$ cat src/logic/platformPkg.sv
// ====================================================================
// Platform package.
// Address map, bus widths, interrupt source numbering and the button
// filter length shared by the peripheral blocks.
// ====================================================================

package platformPkg;

    // ====================================================================
    // Widths
    // ====================================================================
    typedef logic [15:0] addrT;                     // Byte address of a bus access.
    typedef logic [31:0] dataT;                     // Bus data word.
    typedef logic [63:0] timeT;                     // Machine time and compare value.
    typedef logic [1:0]  irqVecT;                   // One bit per interrupt source.
    typedef logic [1:0]  irqIdT;                    // Claim identifier.

    // ====================================================================
    // Interrupt sources
    // ====================================================================
    localparam int SRC_BUTTON = 0;                  // Bit of the push button.
    localparam int SRC_TIMER  = 1;                  // Bit of the machine timer.

    localparam irqIdT ID_NONE   = 2'd0;             // Nothing pending and enabled.
    localparam irqIdT ID_BUTTON = 2'd1;
    localparam irqIdT ID_TIMER  = 2'd2;

    // ====================================================================
    // Address map
    // ====================================================================
    localparam addrT ADDR_MTIME_LO    = 16'h0000;
    localparam addrT ADDR_MTIME_HI    = 16'h0004;
    localparam addrT ADDR_MTIMECMP_LO = 16'h0008;
    localparam addrT ADDR_MTIMECMP_HI = 16'h000C;
    localparam addrT ADDR_IRQ_ENABLE  = 16'h0010;   // Read and write.
    localparam addrT ADDR_IRQ_PENDING = 16'h0014;   // Write one to clear the button bit.
    localparam addrT ADDR_IRQ_CLAIM   = 16'h0018;   // Read only.

    // ====================================================================
    // Timer and button
    // ====================================================================
    localparam timeT MTIMECMP_RESET = '1;           // Keeps the timer quiet after reset.

    localparam int DEBOUNCE_CYCLES = 16;            // Stable cycles before a change is taken.
    typedef logic [$clog2(DEBOUNCE_CYCLES)-1:0] debounceCntT;
    localparam debounceCntT DEBOUNCE_LAST = debounceCntT'(DEBOUNCE_CYCLES - 1);

endpackage

$ cat src/logic/busDecoder.sv
// ====================================================================
// Bus decoder.
// Turns an access strobe into block write strobes and returns the
// selected read word one cycle later.
// ====================================================================

`timescale 1ns/100ps

module busDecoder import platformPkg::*; (
    input  logic   clk,
    input  logic   rst,
    input  logic   accEn,                           // Single-cycle access strobe.
    input  logic   accWe,                           // High for a write.
    input  addrT   accAddr,
    input  dataT   accWdata,
    input  timeT   mtime,
    input  timeT   mtimeCmp,
    input  irqVecT irqEnable,
    input  irqVecT irqPending,
    input  irqIdT  claimId,
    output logic   timerWrLo,
    output logic   timerWrHi,
    output logic   enWr,
    output logic   pendClr,
    output dataT   wrData,
    output logic   rdValid,
    output dataT   rdData
);

    addrT wordAddr;                                 // Address with the byte bits dropped.
    logic wrEn;
    dataT rdWord;                                   // Selected word before the register.

    assign wordAddr = {accAddr[15:2], 2'b00};
    assign wrEn     = accEn & accWe;

    // ====================================================================
    // Write strobes
    // ====================================================================
    assign timerWrLo = wrEn && (wordAddr == ADDR_MTIMECMP_LO);
    assign timerWrHi = wrEn && (wordAddr == ADDR_MTIMECMP_HI);
    assign enWr      = wrEn && (wordAddr == ADDR_IRQ_ENABLE);
    assign pendClr   = wrEn && (wordAddr == ADDR_IRQ_PENDING);
    assign wrData    = accWdata;                    // Shared by every writable block.

    // ====================================================================
    // Read path
    // ====================================================================
    always_comb begin
        case (wordAddr)
            ADDR_MTIME_LO:    rdWord = mtime[31:0];
            ADDR_MTIME_HI:    rdWord = mtime[63:32];
            ADDR_MTIMECMP_LO: rdWord = mtimeCmp[31:0];
            ADDR_MTIMECMP_HI: rdWord = mtimeCmp[63:32];
            ADDR_IRQ_ENABLE:  rdWord = dataT'(irqEnable);
            ADDR_IRQ_PENDING: rdWord = dataT'(irqPending);
            ADDR_IRQ_CLAIM:   rdWord = dataT'(claimId);
            default:          rdWord = '0;          // Unmapped reads give zero.
        endcase
    end

    always_ff @(posedge clk) begin
        if (rst) begin
            rdValid <= 1'b0;
        end else begin
            rdValid <= accEn & ~accWe;              // Pulses one cycle after a read.
        end
    end

    always_ff @(posedge clk) begin
        if (accEn && !accWe) begin
            rdData <= rdWord;                       // Holds until the next read.
        end
    end

endmodule

$ cat src/logic/buttonDebounce.sv
// ====================================================================
// Button debouncer.
// Synchronizes BTND, waits for a stable level and emits a one-cycle
// press strobe on each accepted press.
// ====================================================================

`timescale 1ns/100ps

module buttonDebounce import platformPkg::*; (
    input  logic clk,
    input  logic rst,
    input  logic BTND,                              // Raw button, asynchronous to clk.
    output logic press                              // One cycle per accepted press.
);

    typedef enum logic [1:0] {
        RELEASED,
        CONFIRM_PRESS,
        PRESSED,
        CONFIRM_RELEASE
    } debounceStateT;

    debounceStateT state;
    debounceCntT   stableCnt;                       // Cycles the new level has held.
    logic          btnMeta;                         // First synchronizer stage.
    logic          btnSync;                         // Second stage, safe to use.

    always_ff @(posedge clk) begin
        if (rst) begin
            btnMeta   <= 1'b0;
            btnSync   <= 1'b0;
            state     <= RELEASED;
            stableCnt <= '0;
            press     <= 1'b0;
        end else begin
            btnMeta <= BTND;
            btnSync <= btnMeta;
            press   <= 1'b0;                        // Strobe unless set below.
            case (state)
                RELEASED: begin
                    if (btnSync) begin
                        state     <= CONFIRM_PRESS; // Start timing the new level.
                        stableCnt <= '0;
                    end
                end
                CONFIRM_PRESS: begin
                    if (!btnSync) begin
                        state <= RELEASED;          // Bounce, so fall back.
                    end else if (stableCnt == DEBOUNCE_LAST) begin
                        state <= PRESSED;
                        press <= 1'b1;              // Only this move reports a press.
                    end else begin
                        stableCnt <= stableCnt + 1'b1;
                    end
                end
                PRESSED: begin
                    if (!btnSync) begin
                        state     <= CONFIRM_RELEASE;
                        stableCnt <= '0;
                    end
                end
                CONFIRM_RELEASE: begin
                    if (btnSync) begin
                        state <= PRESSED;           // Release was a glitch.
                    end else if (stableCnt == DEBOUNCE_LAST) begin
                        state <= RELEASED;
                    end else begin
                        stableCnt <= stableCnt + 1'b1;
                    end
                end
                default: state <= RELEASED;
            endcase
        end
    end

endmodule

$ cat src/logic/fpgaPlatform.sv
// ====================================================================
// FPGA platform top.
// Peripheral side of the platform: button debouncer, machine timer,
// interrupt controller and the bus decoder that reaches them.
// ====================================================================

`timescale 1ns/100ps

module fpgaPlatform import platformPkg::*; (
    input  logic clk,
    input  logic rst,
    input  logic BTND,                              // Raw push button.
    input  logic accEn,
    input  logic accWe,
    input  addrT accAddr,
    input  dataT accWdata,
    output logic rdValid,
    output dataT rdData,
    output logic irq                                // Interrupt request to the core.
);

    logic   press;                                  // Debounced press strobe.
    logic   timerIrq;
    logic   timerWrLo;
    logic   timerWrHi;
    logic   enWr;
    logic   pendClr;
    dataT   wrData;
    timeT   mtime;
    timeT   mtimeCmp;
    irqVecT irqEnable;
    irqVecT irqPending;
    irqIdT  claimId;

    buttonDebounce debounce_i (
        .clk   (clk),
        .rst   (rst),
        .BTND  (BTND),
        .press (press)
    );

    machineTimer timer_i (
        .clk       (clk),
        .rst       (rst),
        .timerWrLo (timerWrLo),
        .timerWrHi (timerWrHi),
        .wrData    (wrData),
        .mtime     (mtime),
        .mtimeCmp  (mtimeCmp),
        .timerIrq  (timerIrq)
    );

    interruptCtrl irqCtrl_i (
        .clk        (clk),
        .rst        (rst),
        .press      (press),
        .timerIrq   (timerIrq),
        .enWr       (enWr),
        .pendClr    (pendClr),
        .wrData     (wrData),
        .irqEnable  (irqEnable),
        .irqPending (irqPending),
        .claimId    (claimId),
        .irq        (irq)
    );

    busDecoder decoder_i (
        .clk        (clk),
        .rst        (rst),
        .accEn      (accEn),
        .accWe      (accWe),
        .accAddr    (accAddr),
        .accWdata   (accWdata),
        .mtime      (mtime),
        .mtimeCmp   (mtimeCmp),
        .irqEnable  (irqEnable),
        .irqPending (irqPending),
        .claimId    (claimId),
        .timerWrLo  (timerWrLo),
        .timerWrHi  (timerWrHi),
        .enWr       (enWr),
        .pendClr    (pendClr),
        .wrData     (wrData),
        .rdValid    (rdValid),
        .rdData     (rdData)
    );

endmodule

$ cat src/logic/interruptCtrl.sv
// ====================================================================
// Interrupt controller.
// Latches the button, mirrors the timer, masks both with the enable
// register and ranks them into a claim identifier.
// ====================================================================

`timescale 1ns/100ps

module interruptCtrl import platformPkg::*; (
    input  logic   clk,
    input  logic   rst,
    input  logic   press,                           // Debounced button strobe.
    input  logic   timerIrq,                        // Timer level.
    input  logic   enWr,                            // Write to the enable register.
    input  logic   pendClr,                         // Write to the pending register.
    input  dataT   wrData,
    output irqVecT irqEnable,
    output irqVecT irqPending,
    output irqIdT  claimId,
    output logic   irq                              // Request level to the core.
);

    irqVecT irqActive;                              // Sources both pending and enabled.

    // ====================================================================
    // Enable and pending registers
    // ====================================================================
    always_ff @(posedge clk) begin
        if (rst) begin
            irqEnable  <= '0;
            irqPending <= '0;
        end else begin
            if (enWr) begin
                irqEnable <= wrData[1:0];
            end
            irqPending[SRC_TIMER] <= timerIrq;      // Not clearable by software.
            if (press) begin
                irqPending[SRC_BUTTON] <= 1'b1;     // A set beats a clear.
            end else if (pendClr && wrData[SRC_BUTTON]) begin
                irqPending[SRC_BUTTON] <= 1'b0;
            end
        end
    end

    // ====================================================================
    // Masking and priority
    // ====================================================================
    assign irqActive = irqPending & irqEnable;
    assign irq       = |irqActive;

    always_comb begin
        if (irqActive[SRC_BUTTON]) begin
            claimId = ID_BUTTON;                    // Lowest source number wins.
        end else if (irqActive[SRC_TIMER]) begin
            claimId = ID_TIMER;
        end else begin
            claimId = ID_NONE;
        end
    end

endmodule

$ cat src/logic/machineTimer.sv
// ====================================================================
// Machine timer.
// Free-running 64-bit time count, a 64-bit compare register written a
// half at a time, and the timer interrupt level.
// ====================================================================

`timescale 1ns/100ps

module machineTimer import platformPkg::*; (
    input  logic clk,
    input  logic rst,
    input  logic timerWrLo,                         // Write the low compare half.
    input  logic timerWrHi,                         // Write the high compare half.
    input  dataT wrData,
    output timeT mtime,
    output timeT mtimeCmp,
    output logic timerIrq
);

    // ====================================================================
    // Time counter
    // ====================================================================
    always_ff @(posedge clk) begin
        if (rst) begin
            mtime <= '0;
        end else begin
            mtime <= mtime + 1'b1;                  // One tick per clock cycle.
        end
    end

    // ====================================================================
    // Compare register
    // ====================================================================
    always_ff @(posedge clk) begin
        if (rst) begin
            mtimeCmp <= MTIMECMP_RESET;
        end else begin
            if (timerWrLo) begin
                mtimeCmp[31:0] <= wrData;           // Halves are written independently.
            end
            if (timerWrHi) begin
                mtimeCmp[63:32] <= wrData;
            end
        end
    end

    // Level stays high until the compare value moves past the count.
    assign timerIrq = (mtime >= mtimeCmp);

endmodule

$ cat config.mk
export PLATFORM = sky130hd
export DESIGN_NAME = fpgaPlatform
export DESIGN_NICKNAME = d
export VERILOG_FILES = /design/src/logic/platformPkg.sv /design/src/logic/busDecoder.sv /design/src/logic/buttonDebounce.sv /design/src/logic/fpgaPlatform.sv /design/src/logic/interruptCtrl.sv /design/src/logic/machineTimer.sv
export SDC_FILE = /design/constraint.sdc
export NUM_CORES = 1
export LEC_CHECK = 0
export ABC_AREA = 1
export BUFFER_PORTS_ARGS = -buffer_cell sky130_fd_sc_hd__buf_2
export CAP_MARGIN = 20
export CORE_MARGIN = 1
export CORE_UTILIZATION = 35
export CTS_CLUSTER_SIZE = 8
export DETAILED_ROUTE_END_ITERATION = 16
export RECOVER_POWER = 50
export SLEW_MARGIN = 20
export SYNTH_ARGS = -nofsm -noshare
export SYNTH_HDL_FRONTEND = slang
export SYNTH_SLANG_ARGS = --single-unit
$ cat constraint.sdc
create_clock -name clk -period 2.8 [get_ports clk]
set_input_delay 0.42 -clock clk [delete_from_list [all_inputs] [get_ports clk]]
set_output_delay 0.42 -clock clk [all_outputs]
set_load 0.01 [all_outputs]
Word level (Yosys, flattened, before mapping):

Index checks and enable logic that the tools add are counted.

* register bits after elaboration: 174
* word-level logic and storage cells: 71
* output and inout port bits: 34
* input bits: 53

* mux-type cells: 19
* equal/unequal tests: 16
* $lt $le $gt $ge: 1
* add/sub/neg operators: 2
* bitwise operators: 6
* reduce and logical (&&, ||, !) cells: 14

Operators by type and width (count)
* $pmux 32 s7: 1
* $add 64x1->64 const B: 1
* $ge 64x64->1: 1
* $eq 14x3->1 const B: 3
* $eq 14x2->1 const B: 2
* $mux 4: 5
* $logic_not 16->1: 1
* $mux 2: 8
* $pmux 4 s4: 1
* $eq 14x1->1 const B: 1
* $pmux 2 s4: 1
* $reduce_and 4->1: 2
* $logic_and 1x1->1: 6
* $add 4x1->4 const B: 1
* $eq 2x2->1 const B: 2
* $eq 4x4->1 const B: 1
* $ne 2x1->1 const B: 2
* $ne 2x2->1 const B: 2
* $mux 1: 3
* $ne 3x1->1 const B: 1
* $ne 3x3->1 const B: 1
* $not 1->1: 3
* $reduce_or 3->1: 1
* $and 1x1->1: 2
* other kinds (6): 6

Logic depth before layout (Yosys ltp):

* word-level depth: 5
* gate-level depth with buffers: 15
* depth with buffers taken out: 15

Hierarchy:

Synthesis repeated with hierarchy kept, for this count alone.

* cell total of the unflattened synthesis: 1493
* area, all modules: 10571.4 sq um

By module, submodules not included
* machineTimer: cells an instance 1106, sequential area each 2562.5 sq um, area an instance 7499.7 sq um, instances 1
* busDecoder: cells an instance 313, sequential area each 980.9 sq um, area an instance 2493.6 sq um, instances 1
* buttonDebounce: cells an instance 51, sequential area each 180.2 sq um, area an instance 415.4 sq um, instances 1
* interruptCtrl: cells an instance 23, sequential area each 80.1 sq um, area an instance 162.7 sq um, instances 1

Worst setup path after synthesis:

OpenSTA, ideal clock, no wires.

* path kind: input-to-reg
* start point: in accEn
* end point: reg decoder_i.rdData[0] (enable)
* stages: 2
* setup time: 0.422 ns
* data required time: 2.378 ns
* arrival: 1.823 ns
* buffers on the path: 0
* path slack: 0.556 ns
* cells stage by stage: inv_1 -> nor2_1

* cells in the longest elaborated chain, start to end: 1

Ends and longest elaborated chain
* from (decl): RTL line fpgaPlatform.sv:13 `input logic accEn,`
* $logic_and 1x1->1: RTL line busDecoder.sv:71 `if (accEn && !accWe) begin`
* to (signal assigned): RTL line busDecoder.sv:72 `rdData <= rdWord;`
* to (decl): RTL line busDecoder.sv:27 `output dataT rdData`

Every way passes these cells.
A chain may end at the register's enable or synchronous reset.

Final worst setup path:

* start point: in accAddr[15]
* end point: reg timer_i.mtimeCmp[61]

* cells in the longest elaborated chain, start to end: 2

Ends and longest elaborated chain
* from (decl): RTL line fpgaPlatform.sv:15 `input addrT accAddr,`
* $eq 14x2->1: RTL line busDecoder.sv:41 `assign timerWrHi = wrEn && (wordAddr == ADDR_MTIMECMP_HI);`
* $logic_and 1x1->1: RTL line busDecoder.sv:41
* to (signal assigned): RTL line machineTimer.sv:42 `mtimeCmp[63:32] <= wrData;`
* to (decl): RTL line machineTimer.sv:16 `output timeT mtimeCmp,`

Every way passes these cells.

==> flow_summary_export.csv <==
group,metric,value,unit
cts,clock_path_buffers,2,
synthesis,syn_inst,1380,
drt,drt-initial-drc-count,830,
job,max_cap_viol_count,1,
min_path,hp-class,"input pin to flip-flop",
synthesis,synth-compound-area-share,12.2,%
synthesis,synth_xor_area_share,0.980,%
layout,final_cell_area,11200,sq um
critical_path,cpPeakStageDelay,610,ps
drt,wire_per_inst,16.7,um
sta,finalHoldViolCount,0,
layout,final_util,41.1,%
sta,finClkSkew,15.9,ps
critical_path,cpMostUsedCell,"nand2_1",
sta,layout_setup_ws,576,ps
critical_path,cp-end-kind,"flip-flop",
cts,cts_tree,"built",
cts,postCtsHoldBufs,0,
drt,routed-via-count,9505,
floorplan,ioPinCount,87,
cts,cts_buffers,17,
global_routing,grtUsageTotal,22.0,%
synthesis,synth_top_family_by_area,"simple AND/OR/NAND/NOR gates",
floorplan,core_area,27300,sq um
cts,postCtsSetupBuffers,0,
placement,placed_cells_incl_taps,1817,
placement,placed_cell_area,10700,sq um
drt,drc,0,
synthesis,avgSynthCellArea,7.12,sq um
critical_path,crit_family,"simple AND/OR/NAND/NOR gates",
synthesis,synth_top_area_share,28.9,%
placement,pre_cts_slack,657,ps
synthesis,yosys_register_bits,174,
power_and_ir_drop,p_per_area,456,nW/um^2
synthesis,synthAdderAreaFrac,8.40,%
cts,h-tree-depth,4,
critical_path,cp.required,3100,ps
critical_path,start_kind,"input pin",
drt,ant_nets,0,
placement,portBuffers,84,
cts,cts_resized,0,
global_routing,grt_pass1_wl,48.9,mm
synthesis,synth_edf_count,32,
synthesis,seq_area_frac_synth,38.7,%
critical_path,path_cells,"buf_2, or2_1, nor3_1, nand3_2, inv_1, nand2_1, clkbuf_2, nand2_1, nand3_1",
layout,drive_gt1_share,8.12,%
sta,tns,0,ps
placement,place_hpwl,24.0,mm
global_routing,antenna_found_initial,0,
sta,fmax,0.450,GHz
power_and_ir_drop,p_leak,4.96,nW
layout,nFillCells,2841,
global_routing,overflow,0,
critical_path,critPathSlowestCell,"nor3_1",
drt,viasPerCell,5.14,
synthesis,synth_mux_area_share,0,%
floorplan,fp-row-count,60,
drt,drt-pass1-iter-count,5,
sta,rsz0062_at_grt,"no",
synthesis,synth-main-ff-cell,"dfxtp_1",
sta,post-route-period-util,79.4,%
floorplan,die_h,170,um
layout,n_antenna_cell,0,
outcome,violations,"capacitance limit, slew limit",
synthesis,synth_largest_area_cell,"dfxtp_1",
floorplan,initial_utilization,36.1,%
cts,insertion_delay,440,ps
global_routing,grt_pass1_vias,8853,
synthesis,syn_area,9830,sq um
layout,stdcell_count,1849,
sta,report.final.slew_viol_count,33,
layout,layout.nets,1583,
synthesis,synth_cell_type_count,35,
synthesis,synth.area.top_cells,"dfxtp_1 29%, nand2_1 13%, edfxtp_1 9.8%",
synthesis,ys_warn_count,0,
global_routing,grt_max_degree,63,
placement,place_congestion,0.984,
critical_path,worst_ep_arrival_time,2530,ps
synthesis,synthSimpleGateAreaFrac,31.3,%
sta,slew_headroom,-29.7,%
critical_path,crit_buf_inv,3,
critical_path,path_class,"input pin to flip-flop",
outcome,status,"finished with violations",
cts,root_buffer,"clkbuf_16",
cts,clock_sinks,174,
sta,max_slew.worst_pin.slew,1940,ps
layout,area_growth,14.0,%
critical_path,cp_max_fo,24,
sta,fin_crit,2220,ps
floorplan,dieArea,28800,sq um
floorplan,die_w,170,um
cts,cts.clk_slew.worst_paths,70,ps
sta,setup_viol,0,
drt,wl,30.8,mm
synthesis,synth_nets,1499,
synthesis,ys_async_sr_fraction,0,%
power_and_ir_drop,peakVddDrop,0.416,mV
## cell type report
cell class | count | area (sq um) | share of cell area [%]
Multi-Input combinational cell | 999 | 5210 | 46.5
Sequential cell | 174 | 3800 | 33.9
Inverter | 165 | 619 | 5.53
Timing Repair Buffer | 107 | 529 | 4.72
Tap cell | 372 | 465 | 4.15
Clock buffer | 18 | 429 | 3.83
Clock inverter | 14 | 154 | 1.37
## power by group
| part | total [mW] | internal [mW] | leakage [nW] | switching, mW |
|---|---|---|---|---|
| Sequential | 2.57 | 2.56 | 1.48 | 0.00986 |
| Combinational | 0.156 | 0.0468 | 3.21 | 0.110 |
| Clock | 2.39 | 1.26 | 0.272 | 1.13 |
## layer usage
metal	vias to the layer above	global-route usage, %	routed length, um
li1	4809	-	-
met1	4419	30.6	14800
met2	245	35.0	13900
met3	32	2.92	1540
met4	0	7.21	643
met5	-	0	0
## per-stage QoR
stage	hold slack [ps]	power [mW]
2_1_floorplan	388	2.70
3_3_place_gp	391	2.79
3_5_place_dp	396	2.79
4_1_cts	185	5.16
5_1_grt	205	5.28
6_report	186	5.11
## synth_stat cells (3+ instances only)
cell type / count
edfxtp_1: 32
dfxtp_1: 142
nand4_1: 37
buf_2: 15
ha_1: 66
nor3_1: 48
a21oi_1: 113
o22ai_1: 25
o21ai_0: 28
o211ai_1: 32
inv_1: 161
clkbuf_1: 24
xor2_1: 6
nand2_1: 346
or2_0: 3
nor2_2: 3
nand3_1: 124
o2111ai_1: 7
nor2_1: 127
buf_6: 3
xnor2_1: 5
or2_2: 11
nor4_1: 4
## cells in the final DEF (no fill, tap or decap), types with 37 or more instances in the layout
master and count:
a21oi_1 113, buf_2 48, clkbuf_1 40, dfxtp_1 142
ha_1 66, inv_1 162, nand2_1 347, nand3_1 124
nand4_1 37, nor2_1 125, nor3_1 49
## cells by family after synthesis
group,Yosys count
adders and majority gates,66
buffers and inverters,207
AOI/OAI and AO/OA,210
and+or+nand+nor,712
xor gates and xnor gates,11
DFF,174
## state kept, by name (all words and copies together), names as in the netlist, named ones only
name,count
decoder_i.rdValid,1
timer_i.mtimeCmp,64
debounce_i.btnSync,1
irqCtrl_i.irqPending,2
timer_i.mtime,64
debounce_i.btnMeta,1
debounce_i.press,1
irqCtrl_i.irqEnable,2
debounce_i.stableCnt,4
decoder_i.rdData,32
debounce_i.state,1
## path summary, 6_finish.rpt
kind / start / cells after the start / slack (ps) / to
setup / recovery: accAddr[15] / 9 / 580 / timer_i.mtimeCmp[61]
hold / removal: BTND / 3 / 190 / debounce_i.btnMeta
setup reg to reg: timer_i.mtime[15] / 7 / 590 / timer_i.mtime[50]
hold reg to reg: debounce_i.btnMeta / 2 / 410 / debounce_i.btnSync
## tightest hold or removal path: stages
cell and delay (ps):
buf_2 80, inv_1 30, nor2_1 60
Note: power is estimated with default switching activity, not from simulation.
